### src/include/tpu_settings.svh
// array geometry and data widths; the tile walk and skew depths in the RTL assume TPU_DIM of 4
`ifndef TPU_SETTINGS_SVH
`define TPU_SETTINGS_SVH

// side of the square PE grid
`define TPU_DIM 4

// unsigned operand width
`define TPU_OPW 8

// result width, wide enough for 255 terms of 255*255
`define TPU_ACCW 32

// width of M, N and K, each 1 to 255
`define TPU_SIZEW 8

// A, B and C memory index width
`define TPU_IDXW 16

`endif

### src/hdl/tpu_pkg.sv
// shared data types; lane 0 always sits in the most significant slice of a word
`include "tpu_settings.svh"

package tpu_pkg;

    // one unsigned matrix element
    typedef logic [`TPU_OPW-1:0] operand_t;

    // one A column or B row slice of a block, lane 0 in the top byte
    typedef operand_t [0:`TPU_DIM-1] lane_word_t;

    // one output sum
    typedef logic [`TPU_ACCW-1:0] acc_t;

    // one C row of a tile, lane 0 holds the lowest column
    typedef acc_t [0:`TPU_DIM-1] row_word_t;

    typedef logic [`TPU_SIZEW-1:0] size_t;   // M, N or K
    typedef logic [`TPU_IDXW-1:0]  index_t;  // memory word index

endpackage

### src/hdl/mac_cell.sv
// clear restarts the sum one cycle later, so inputs must be zero in the clear cycle itself
module mac_cell (
    input  logic              clk,
    input  logic              rst_n,
    input  logic              clear,
    input  tpu_pkg::operand_t a_in,
    input  tpu_pkg::operand_t b_in,
    output tpu_pkg::operand_t a_out,
    output tpu_pkg::operand_t b_out,
    output tpu_pkg::acc_t     acc
);

    logic          clear_q;
    tpu_pkg::acc_t prod;

    assign prod = tpu_pkg::acc_t'(a_in) * tpu_pkg::acc_t'(b_in);

    always_ff @(posedge clk or negedge rst_n) begin
        if (!rst_n) begin
            clear_q <= 1'b0;
            a_out   <= '0;
            b_out   <= '0;
            acc     <= '0;
        end else begin
            clear_q <= clear;
            a_out   <= a_in;   // to the right neighbor
            b_out   <= b_in;   // to the cell below
            acc     <= clear_q ? prod : acc + prod;
        end
    end

endmodule

### src/hdl/systolic_array.sv
// output-stationary grid; row r of A enters from the left, column c of B from the top
`include "tpu_settings.svh"

module systolic_array (
    input  logic                clk,
    input  logic                rst_n,
    input  logic                clear,
    input  tpu_pkg::operand_t   a_edge [`TPU_DIM],
    input  tpu_pkg::operand_t   b_edge [`TPU_DIM],
    output tpu_pkg::row_word_t  acc_rows [`TPU_DIM]
);

    tpu_pkg::operand_t a_h [`TPU_DIM][`TPU_DIM+1];  // horizontal links, column 0 is the edge
    tpu_pkg::operand_t b_v [`TPU_DIM+1][`TPU_DIM];  // vertical links, row 0 is the edge
    tpu_pkg::acc_t     acc_grid [`TPU_DIM][`TPU_DIM];

    for (genvar r = 0; r < `TPU_DIM; r++) begin : g_row
        assign a_h[r][0] = a_edge[r];
        assign b_v[0][r] = b_edge[r];

        for (genvar c = 0; c < `TPU_DIM; c++) begin : g_col
            mac_cell u_pe (
                .clk   (clk),
                .rst_n (rst_n),
                .clear (clear),
                .a_in  (a_h[r][c]),
                .b_in  (b_v[r][c]),
                .a_out (a_h[r][c+1]),
                .b_out (b_v[r+1][c]),
                .acc   (acc_grid[r][c])
            );

            assign acc_rows[r][c] = acc_grid[r][c];  // lane c is column c
        end
    end

endmodule

### src/hdl/operand_skew.sv
// memory read data is expected one cycle after fetch_en; idle lanes are driven with zeros
`include "tpu_settings.svh"

module operand_skew (
    input  logic                clk,
    input  logic                rst_n,
    input  logic                fetch_en,
    input  tpu_pkg::lane_word_t a_data,
    input  tpu_pkg::lane_word_t b_data,
    output tpu_pkg::operand_t   a_edge [`TPU_DIM],
    output tpu_pkg::operand_t   b_edge [`TPU_DIM]
);

    logic fetch_d;  // read data valid this cycle

    always_ff @(posedge clk or negedge rst_n) begin
        if (!rst_n) begin
            fetch_d <= 1'b0;
        end else begin
            fetch_d <= fetch_en;
        end
    end

    for (genvar i = 0; i < `TPU_DIM; i++) begin : g_lane
        tpu_pkg::operand_t a_q;
        tpu_pkg::operand_t b_q;

        assign a_q = fetch_d ? a_data[i] : '0;
        assign b_q = fetch_d ? b_data[i] : '0;

        if (i == 0) begin : g_direct
            assign a_edge[i] = a_q;  // corner lane enters without delay
            assign b_edge[i] = b_q;
        end else begin : g_delay
            tpu_pkg::operand_t a_sr [i];  // lane i lags by i cycles
            tpu_pkg::operand_t b_sr [i];

            always_ff @(posedge clk or negedge rst_n) begin
                if (!rst_n) begin
                    for (int j = 0; j < i; j++) begin
                        a_sr[j] <= '0;
                        b_sr[j] <= '0;
                    end
                end else begin
                    a_sr[0] <= a_q;
                    b_sr[0] <= b_q;
                    for (int j = 1; j < i; j++) begin
                        a_sr[j] <= a_sr[j-1];
                        b_sr[j] <= b_sr[j-1];
                    end
                end
            end

            assign a_edge[i] = a_sr[i-1];
            assign b_edge[i] = b_sr[i-1];
        end
    end

endmodule

### src/hdl/tile_sequencer.sv
// k, m and n must be nonzero at in_valid; job inputs are sampled only while busy is low
`include "tpu_settings.svh"

module tile_sequencer (
    input  logic            clk,
    input  logic            rst_n,
    input  logic            in_valid,
    input  tpu_pkg::size_t  k,
    input  tpu_pkg::size_t  m,
    input  tpu_pkg::size_t  n,
    input  logic            drain_busy,
    output logic            busy,
    output tpu_pkg::index_t a_index,
    output tpu_pkg::index_t b_index,
    output logic            fetch_en,
    output logic            capture,
    output tpu_pkg::size_t  tile_mb,
    output tpu_pkg::size_t  tile_nb,
    output tpu_pkg::size_t  m_dim
);

    localparam logic [2:0] S_IDLE  = 3'd0;
    localparam logic [2:0] S_FETCH = 3'd1;
    localparam logic [2:0] S_FLUSH = 3'd2;
    localparam logic [2:0] S_CAPT  = 3'd3;
    localparam logic [2:0] S_LAST  = 3'd4;

    logic [2:0]      state;
    tpu_pkg::size_t  cnt;       // k step in fetch, cycle count in flush and last
    tpu_pkg::size_t  k_dim;
    tpu_pkg::size_t  m_blk;     // row blocks after padding
    tpu_pkg::size_t  n_blk;     // column blocks after padding
    tpu_pkg::index_t a_base;    // tile_mb * k_dim
    tpu_pkg::index_t b_base;    // tile_nb * k_dim
    logic            accept;
    logic            last_mb;
    logic            last_tile;

    assign busy      = (state != S_IDLE);
    assign accept    = (state == S_IDLE) && in_valid;
    assign fetch_en  = (state == S_FETCH);
    assign capture   = (state == S_CAPT) && !drain_busy;  // hold off while previous drain runs
    assign a_index   = a_base + tpu_pkg::index_t'(cnt);
    assign b_index   = b_base + tpu_pkg::index_t'(cnt);
    assign last_mb   = (tile_mb == m_blk - 1'b1);
    assign last_tile = last_mb && (tile_nb == n_blk - 1'b1);

    // job sizes, held for the whole job
    always_ff @(posedge clk) begin
        if (accept) begin
            k_dim <= k;
            m_dim <= m;
            m_blk <= tpu_pkg::size_t'((9'(m) + 9'(`TPU_DIM - 1)) / 9'(`TPU_DIM));
            n_blk <= tpu_pkg::size_t'((9'(n) + 9'(`TPU_DIM - 1)) / 9'(`TPU_DIM));
        end
    end

    always_ff @(posedge clk or negedge rst_n) begin
        if (!rst_n) begin
            state   <= S_IDLE;
            cnt     <= '0;
            tile_mb <= '0;
            tile_nb <= '0;
            a_base  <= '0;
            b_base  <= '0;
        end else begin
            case (state)
                S_IDLE: begin
                    if (accept) begin
                        state   <= S_FETCH;
                        cnt     <= '0;
                        tile_mb <= '0;
                        tile_nb <= '0;
                        a_base  <= '0;
                        b_base  <= '0;
                    end
                end
                S_FETCH: begin
                    if (cnt == k_dim - 1'b1) begin
                        state <= S_FLUSH;
                        cnt   <= '0;
                    end else begin
                        cnt <= cnt + 1'b1;
                    end
                end
                S_FLUSH: begin
                    // last operand needs 2*DIM-1 cycles to reach the far corner
                    if (cnt == tpu_pkg::size_t'(2 * `TPU_DIM - 2)) begin
                        state <= S_CAPT;
                        cnt   <= '0;
                    end else begin
                        cnt <= cnt + 1'b1;
                    end
                end
                S_CAPT: begin
                    if (capture) begin
                        cnt <= '0;
                        if (last_tile) begin
                            state <= S_LAST;
                        end else if (last_mb) begin   // row blocks run inner
                            state   <= S_FETCH;
                            tile_mb <= '0;
                            a_base  <= '0;
                            tile_nb <= tile_nb + 1'b1;
                            b_base  <= b_base + tpu_pkg::index_t'(k_dim);
                        end else begin
                            state   <= S_FETCH;
                            tile_mb <= tile_mb + 1'b1;
                            a_base  <= a_base + tpu_pkg::index_t'(k_dim);
                        end
                    end
                end
                S_LAST: begin
                    // wait out the final drain, busy drops after its last row
                    if (cnt == tpu_pkg::size_t'(`TPU_DIM - 1)) begin
                        state <= S_IDLE;
                    end else begin
                        cnt <= cnt + 1'b1;
                    end
                end
                default: state <= S_IDLE;
            endcase
        end
    end

    a_job_sizes: assert property (@(posedge clk) disable iff (!rst_n)
        accept |-> (k != '0) && (m != '0) && (n != '0))
        else $error("job accepted with a zero dimension");

endmodule

### src/hdl/result_drain.sv
// one row per cycle for TPU_DIM cycles after capture; rows at or past M are skipped, not written
`include "tpu_settings.svh"

module result_drain (
    input  logic                clk,
    input  logic                rst_n,
    input  logic                capture,
    input  tpu_pkg::row_word_t  acc_rows [`TPU_DIM],
    input  tpu_pkg::size_t      tile_mb,
    input  tpu_pkg::size_t      tile_nb,
    input  tpu_pkg::size_t      m_dim,
    output logic                drain_busy,
    output logic                c_wr_en,
    output tpu_pkg::index_t     c_index,
    output tpu_pkg::row_word_t  c_data
);

    localparam int ROWW = $clog2(`TPU_DIM);

    tpu_pkg::row_word_t hold [`TPU_DIM];  // finished tile, frees the array for the next one
    tpu_pkg::index_t    c_base;           // C index of row 0
    tpu_pkg::size_t     m_q;
    logic [9:0]         row_base;         // matrix row of tile row 0
    logic [9:0]         cur_row;
    logic [ROWW-1:0]    row;

    assign cur_row = row_base + 10'(row);
    assign c_wr_en = drain_busy && (cur_row < 10'(m_q));
    assign c_index = c_base + tpu_pkg::index_t'(row);
    assign c_data  = hold[row];

    always_ff @(posedge clk) begin
        if (capture) begin
            for (int r = 0; r < `TPU_DIM; r++) begin
                hold[r] <= acc_rows[r];
            end
            // C is stored column block by column block, each block M rows tall
            c_base   <= tpu_pkg::index_t'(tpu_pkg::index_t'(tile_nb) * tpu_pkg::index_t'(m_dim)
                        + tpu_pkg::index_t'(tile_mb) * tpu_pkg::index_t'(`TPU_DIM));
            row_base <= 10'(tile_mb) * 10'(`TPU_DIM);
            m_q      <= m_dim;
        end
    end

    always_ff @(posedge clk or negedge rst_n) begin
        if (!rst_n) begin
            drain_busy <= 1'b0;
            row        <= '0;
        end else if (capture) begin
            drain_busy <= 1'b1;
            row        <= '0;
        end else if (drain_busy) begin
            row <= row + 1'b1;
            if (row == ROWW'(`TPU_DIM - 1)) begin
                drain_busy <= 1'b0;  // fixed length even when rows are skipped
            end
        end
    end

    a_no_overrun: assert property (@(posedge clk) disable iff (!rst_n)
        capture |-> !drain_busy)
        else $error("tile captured before the previous drain finished");

    // the sequencer must hold m_dim steady for the whole job
    a_row_in_range: assert property (@(posedge clk) disable iff (!rst_n)
        c_wr_en |-> (cur_row < 10'(m_dim)))
        else $error("C write for a row at or beyond M");

endmodule

### src/hdl/tpu.sv
// A and B are read-only synchronous memories with one cycle of read latency; C always accepts
`include "tpu_settings.svh"

module tpu (
    input  logic                clk,
    input  logic                rst_n,
    input  logic                in_valid,
    input  tpu_pkg::size_t      k,
    input  tpu_pkg::size_t      m,
    input  tpu_pkg::size_t      n,
    output logic                busy,
    output tpu_pkg::index_t     a_index,
    input  tpu_pkg::lane_word_t a_data,
    output tpu_pkg::index_t     b_index,
    input  tpu_pkg::lane_word_t b_data,
    output logic                c_wr_en,
    output tpu_pkg::index_t     c_index,
    output tpu_pkg::row_word_t  c_data
);

    logic               fetch_en;
    logic               capture;   // also clears the array accumulators
    logic               drain_busy;
    tpu_pkg::size_t     tile_mb;
    tpu_pkg::size_t     tile_nb;
    tpu_pkg::size_t     m_dim;
    tpu_pkg::operand_t  a_edge [`TPU_DIM];
    tpu_pkg::operand_t  b_edge [`TPU_DIM];
    tpu_pkg::row_word_t acc_rows [`TPU_DIM];

    tile_sequencer u_seq (
        .clk        (clk),
        .rst_n      (rst_n),
        .in_valid   (in_valid),
        .k          (k),
        .m          (m),
        .n          (n),
        .drain_busy (drain_busy),
        .busy       (busy),
        .a_index    (a_index),
        .b_index    (b_index),
        .fetch_en   (fetch_en),
        .capture    (capture),
        .tile_mb    (tile_mb),
        .tile_nb    (tile_nb),
        .m_dim      (m_dim)
    );

    operand_skew u_skew (
        .clk      (clk),
        .rst_n    (rst_n),
        .fetch_en (fetch_en),
        .a_data   (a_data),
        .b_data   (b_data),
        .a_edge   (a_edge),
        .b_edge   (b_edge)
    );

    systolic_array u_array (
        .clk      (clk),
        .rst_n    (rst_n),
        .clear    (capture),
        .a_edge   (a_edge),
        .b_edge   (b_edge),
        .acc_rows (acc_rows)
    );

    result_drain u_drain (
        .clk        (clk),
        .rst_n      (rst_n),
        .capture    (capture),
        .acc_rows   (acc_rows),
        .tile_mb    (tile_mb),
        .tile_nb    (tile_nb),
        .m_dim      (m_dim),
        .drain_busy (drain_busy),
        .c_wr_en    (c_wr_en),
        .c_index    (c_index),
        .c_data     (c_data)
    );

endmodule

### config.mk
export PLATFORM = sky130hd
export DESIGN_NAME = tpu
export DESIGN_NICKNAME = d
export VERILOG_FILES = /design/src/hdl/tpu_pkg.sv /design/src/hdl/mac_cell.sv /design/src/hdl/systolic_array.sv /design/src/hdl/operand_skew.sv /design/src/hdl/tile_sequencer.sv /design/src/hdl/result_drain.sv /design/src/hdl/tpu.sv
export VERILOG_INCLUDE_DIRS = /design/src /design/src/include
export SDC_FILE = /design/constraint.sdc
export NUM_CORES = 2
export LEC_CHECK = 0
export ABC_AREA = 1
export BUFFER_PORTS_ARGS = -buffer_cell sky130_fd_sc_hd__buf_2
export CAP_MARGIN = 10
export CORE_MARGIN = 5
export CORE_UTILIZATION = 40
export DETAILED_ROUTE_END_ITERATION = 8
export PLACE_DENSITY_LB_ADDON = 0.25
export SLEW_MARGIN = 15
export SYNTH_ARGS = -nofsm -noshare
export SYNTH_HDL_FRONTEND = slang
export SYNTH_SLANG_ARGS = --single-unit
export TNS_END_PERCENT = 100
### constraint.sdc
create_clock -name clk -period 34.9 [get_ports clk]
set_clock_uncertainty 0.1 [all_clocks]
set_input_delay 0 -clock clk [delete_from_list [all_inputs] [get_ports clk]]
set_output_delay 0 -clock clk [all_outputs]
set_load 0.1 [all_outputs]
==> impl_summary.md <==
Finish
The share of final-layout standard cells stronger than drive strength 1 is 0.04812. At the end of the flow the core is filled with cells to 0.4458. The library cell used most frequently in the layout, excluding fill and tap cells, is sky130_fd_sc_hd__nand2_1.

In the layout the commonest cells are sky130_fd_sc_hd__nand2_1, sky130_fd_sc_hd__inv_1, sky130_fd_sc_hd__nor2_1. The net count reported at finish is 15.69k. Compared with the post-synthesis result, the final layout area differs by 11.20%.

Pwr
The share of total power consumed by net switching is 0.5087. The internal power is 4612 uW. The total power divided by cell area is about 76 mW/mm^2.

For this design the total switching power over the nets is around 4800 uW. The peak supply drop is roughly 0.14 mV. The sequential share of power is 0.289.

The clock share of power is 0.203. Of the total power, combinational logic draws 0.509. The leakage power is ~0.067 uW.

Place
At the end of routability-driven placement, the weighted congestion stood at 0.9273. The HPWL after detailed placement is about 240 mm. During placement, the flow inserted port buffers numbering around 270.

Timing
Setup violations remaining at the end of the flow were counted as 0. Setup repair after global routing left no endpoint under its margin. The transition time at the pin with the least slew margin is 1.038 ns. The worst slew margin relative to its limit is 0.3077.

Based on the critical path, the design can be clocked at up to 147.5 MHz. Dividing the final minimum period by the clock period gives 0.1942. The number of pins exceeding their max-slew limit in the final report is 0.

The setup TNS is 0 ns. The hold violation count in the final report is 0. After layout, the minimum clock period comes to around 6.8 ns.

Die
The area of the placeable core is 0.2758 mm^2. The die height is 535.7 um. The effective utilization at floorplan is 0.4009. The die area is 0.2870 mm^2. The initialized floorplan defines approximately 190 standard-cell rows.

The floorplan step set the die width to 535.7 um. 269 I/O pins were placed.

Logic synthesis
The post-synth design cell area is 0.1106 mm^2. The number of different library cells used by synthesis comes to 58. Of all flip-flops after synthesis, the portion carrying an async set or reset was 0.6008. Synthesis handed over a netlist of ~14k instances. The complex-gate fraction of the synthesized area came to 0.09455. Dividing the synthesized area by the synthesized cell count gives 8.006 um^2. The number of warnings reported in the yosys synthesis log is 0.

Of the post-synthesis cell area, the part taken by muxes is 0. Of the total synthesized cell area, the portion taken by full adders, half adders and majority gates is 0.2216. The basic-gate share of the synthesized area counting and, or, nand and nor cells is 0.2006. In this run, synthesis produced a sequential element count of roughly 1.4k. Counting every net in the synthesized netlist gives between 15k and 20k. For this run, the leading register cell type out of synthesis is sky130_fd_sc_hd__dfrtp_1. The dominant combinational cell family by area after synthesis is adder cells. The sequential share of the synthesized area is 0.3515. The number of synthesized flops with an enable pin is about 570. Of the total synthesized cell area, the portion taken by XOR and XNOR cells is 0.02779.

Clocking
TritonCTS built the clock tree. The H-tree was split into 4 levels. The clock drives ~1.4k sinks.

The clock-pin slew of the registers on the worst-case setup and hold paths is 0.06 ns. In this run the deepest clock path goes through 4 buffers. The cell sitting at the root of the clock tree is a sky130_fd_sc_hd__clkbuf_16. The clock latency of the later-clocked register in the worst-skew pair is roughly 0.87 ns.

The quantity of gates resized following cts is 0. The number of buffers inserted during clock tree synthesis is 175.

Global route
The largest net degree at the start of global routing is about 150. The number of antenna violations at the first check in global routing came to 13. For this run the aggregate overflow at the end of global routing stands at 0. Across every metal layer, demand over resource in global routing totals 0.2160. The number of global-route vias before repair is between 80k and 90k.

The first global-routing pass estimated a little under 500 mm of wire.

Critical path
The launch point of the worst reg-to-reg path is u_skew.fetch_d$_DFF_PN0_. The maximum fanout along the worst path is 64. The sort of element at the start of the critical path is a flip-flop. The critical path starts at u_skew.fetch_d$_DFF_PN0_. The longest individual stage delay on the worst path is 1.05 ns. The critical path contains buffers and inverters numbering 5 combined.

The critical path data required time is approximately 36 ns. Grouping stages by cell kind, the critical path spends the most delay in adder cells. The type of destination of the critical path is a flip-flop. The cell at the slowest stage of the critical path is sky130_fd_sc_hd__dfrtp_4. The worst setup path is of the reg2reg kind. Data on the critical path arrives at its endpoint at about 7.4 ns. The cell with the most instances on the worst path is sky130_fd_sc_hd__nand2_1.

Min path
The launch instance of the worst min-delay path is a_data[28]. The class of the worst hold path is in2reg.

Route
The first routing iteration left between 6k and 7k violations. The first TritonRoute pass finished after 6 iterations. Dividing the detail-routed wire length by the instance count gives roughly 17 um. After detailed routing, the number of remaining DRC violations is 0. The number of nets with antenna violations after routing is 0. The post-detailed-route via-to-cell ratio is about 5.0. The vias after detailed routing is about 90k.

For this block, the routed nets add up to ~310 mm of wire.

Run status
The run finished with clean final reports.

Job
The number of violations of the max-capacitance limit is 0.
cell type report:
type | count | area (um^2)
fill | 27600 | 152800
multi-input combinational | 9344 | 60230
sequential | 1438 | 38870
inverter | 2574 | 9679
clock buffer | 230 | 4887
tap | 3705 | 4636
timing repair buffer | 492 | 3561
clock inverter | 94 | 1055
antenna | 8 | 20.02
synth_stat cells, types with 19 or more instances:
library cell	number	area [um^2]
sky130_fd_sc_hd__nor3_1	143	715.7
sky130_fd_sc_hd__a31oi_1	19	118.9
sky130_fd_sc_hd__nor4_1	35	219.0
sky130_fd_sc_hd__xnor2_1	114	998.5
sky130_fd_sc_hd__a21oi_1	647	3238
sky130_fd_sc_hd__nand4_1	142	888.4
sky130_fd_sc_hd__a211oi_1	30	225.2
sky130_fd_sc_hd__ha_1	931	11650
sky130_fd_sc_hd__dfrtp_1	864	21620
sky130_fd_sc_hd__nand2_1	3266	12260
sky130_fd_sc_hd__clkbuf_1	390	1464
sky130_fd_sc_hd__fa_1	642	12850
sky130_fd_sc_hd__xor2_1	235	2058
sky130_fd_sc_hd__edfxtp_1	574	17240
sky130_fd_sc_hd__nand3b_1	27	202.7
sky130_fd_sc_hd__a21boi_0	19	142.6
sky130_fd_sc_hd__nor2_1	1306	4902
sky130_fd_sc_hd__inv_1	2571	9651
sky130_fd_sc_hd__or2_2	47	294.0
sky130_fd_sc_hd__buf_2	32	160.2
sky130_fd_sc_hd__o21bai_1	62	465.5
sky130_fd_sc_hd__o22ai_1	129	807.0
sky130_fd_sc_hd__o21ai_0	916	4584
sky130_fd_sc_hd__a21o_1	62	465.5
sky130_fd_sc_hd__nand3_1	457	2287
worst paths after layout:
check / slack, ns / depth (start not counted) / endpoint
max: 28.12 / 27 / u_array.g_row[0].g_col[0].u_pe.acc[17]$_DFF_PN0_
min: 0.10 / 4 / u_array.g_row[0].g_col[0].u_pe.a_out[4]$_DFF_PN0_
max reg2reg: 28.12 / 27 / u_array.g_row[0].g_col[0].u_pe.acc[17]$_DFF_PN0_
min reg2reg: 0.24 / 0 / u_skew.b_edge[8]$_DFF_PN0_
max in group asynchronous: 32.10 / 6 / u_array.g_row[0].g_col[1].u_pe.acc[16]$_DFF_PN0_
min in group asynchronous: 0.28 / 4 / u_array.g_row[0].g_col[3].u_pe.acc[25]$_DFF_PN0_
cells by family after synthesis:
kind of cell             count (synthesis)
AO/OA/AOI/OAI                         1940
XOR/XNOR                               350
adder cells (fa/ha/maj)               1573
buffers and inverters                 3028
flip-flops                            1438
AND/OR/NAND/NOR                       5481
sequential cells by signal, summed over array words and instances, names as in the netlist, 16 cells and up:
| register | cells |
|---|---|
| u_array.g_row.g_col.u_pe.acc | 512 |
| u_drain.hold | 512 |
| u_array.g_row.g_col.u_pe.a_out | 96 |
| u_array.g_row.g_col.u_pe.b_out | 96 |
| u_skew.g_lane.g_delay.a_sr | 32 |
| u_skew.g_lane.g_delay.b_sr | 32 |
| u_drain.c_base | 16 |
| u_seq.a_base | 16 |
| u_seq.b_base | 16 |
| u_skew.a_edge | 16 |
| u_skew.b_edge | 16 |
per-layer routing:
layer / vias up / share of wire / global-route usage
met4: 0 / 0.033 / 0.06557
met3: 403 / 0.048 / 0.02243
met5: - / 0 / 0
met1: 42510 / 0.47 / 0.3087
met2: 1994 / 0.45 / 0.3466
li1: 44020 / - / -
power groups by stage:
stage               registers [uW]  clock network (uW)  logic (uW)
global route                  2760                2010        5290
CTS                           2710                1950        4790
floorplan                     2490                   0        3730
global placement              2740                   0        4730
finish                        2710                1900        4770
detailed placement            2740                   0        4750
repair_timing:
action,CTS,global route
hold buffers,184,0
buffers inserted,0,0
hold endpoints to repair,348,0
stage by stage:
step	cells	setup slack (ns)	total power, uW	hold slack [ns]	cell area (um^2)
3_3_place_gp	17370	28.19	7466	-0.07542	115100
3_5_place_dp	17370	28.12	7487	-0.07795	115100
5_1_grt	17880	27.70	10060	0.1064	122900
2_1_floorplan	13810	9.107	6217	-0.3956	110600
4_1_cts	17880	28.14	9447	0.02246	122900
6_report	17890	28.12	9387	0.1031	122900
worst register-to-register path, delay by kind of cell (launching register included):
| kind | cells | cell delay (ns) |
|---|---|---|
| adders and majority gates | 6 | 2.69 |
| and+or+nand+nor | 11 | 1.62 |
| DFF | 1 | 1.05 |
| AOI/OAI and AO/OA | 4 | 0.65 |
| buffers and inverters | 5 | 0.42 |
| xor gates and xnor gates | 1 | 0.18 |
Note: power is estimated with default switching activity, not from simulation.
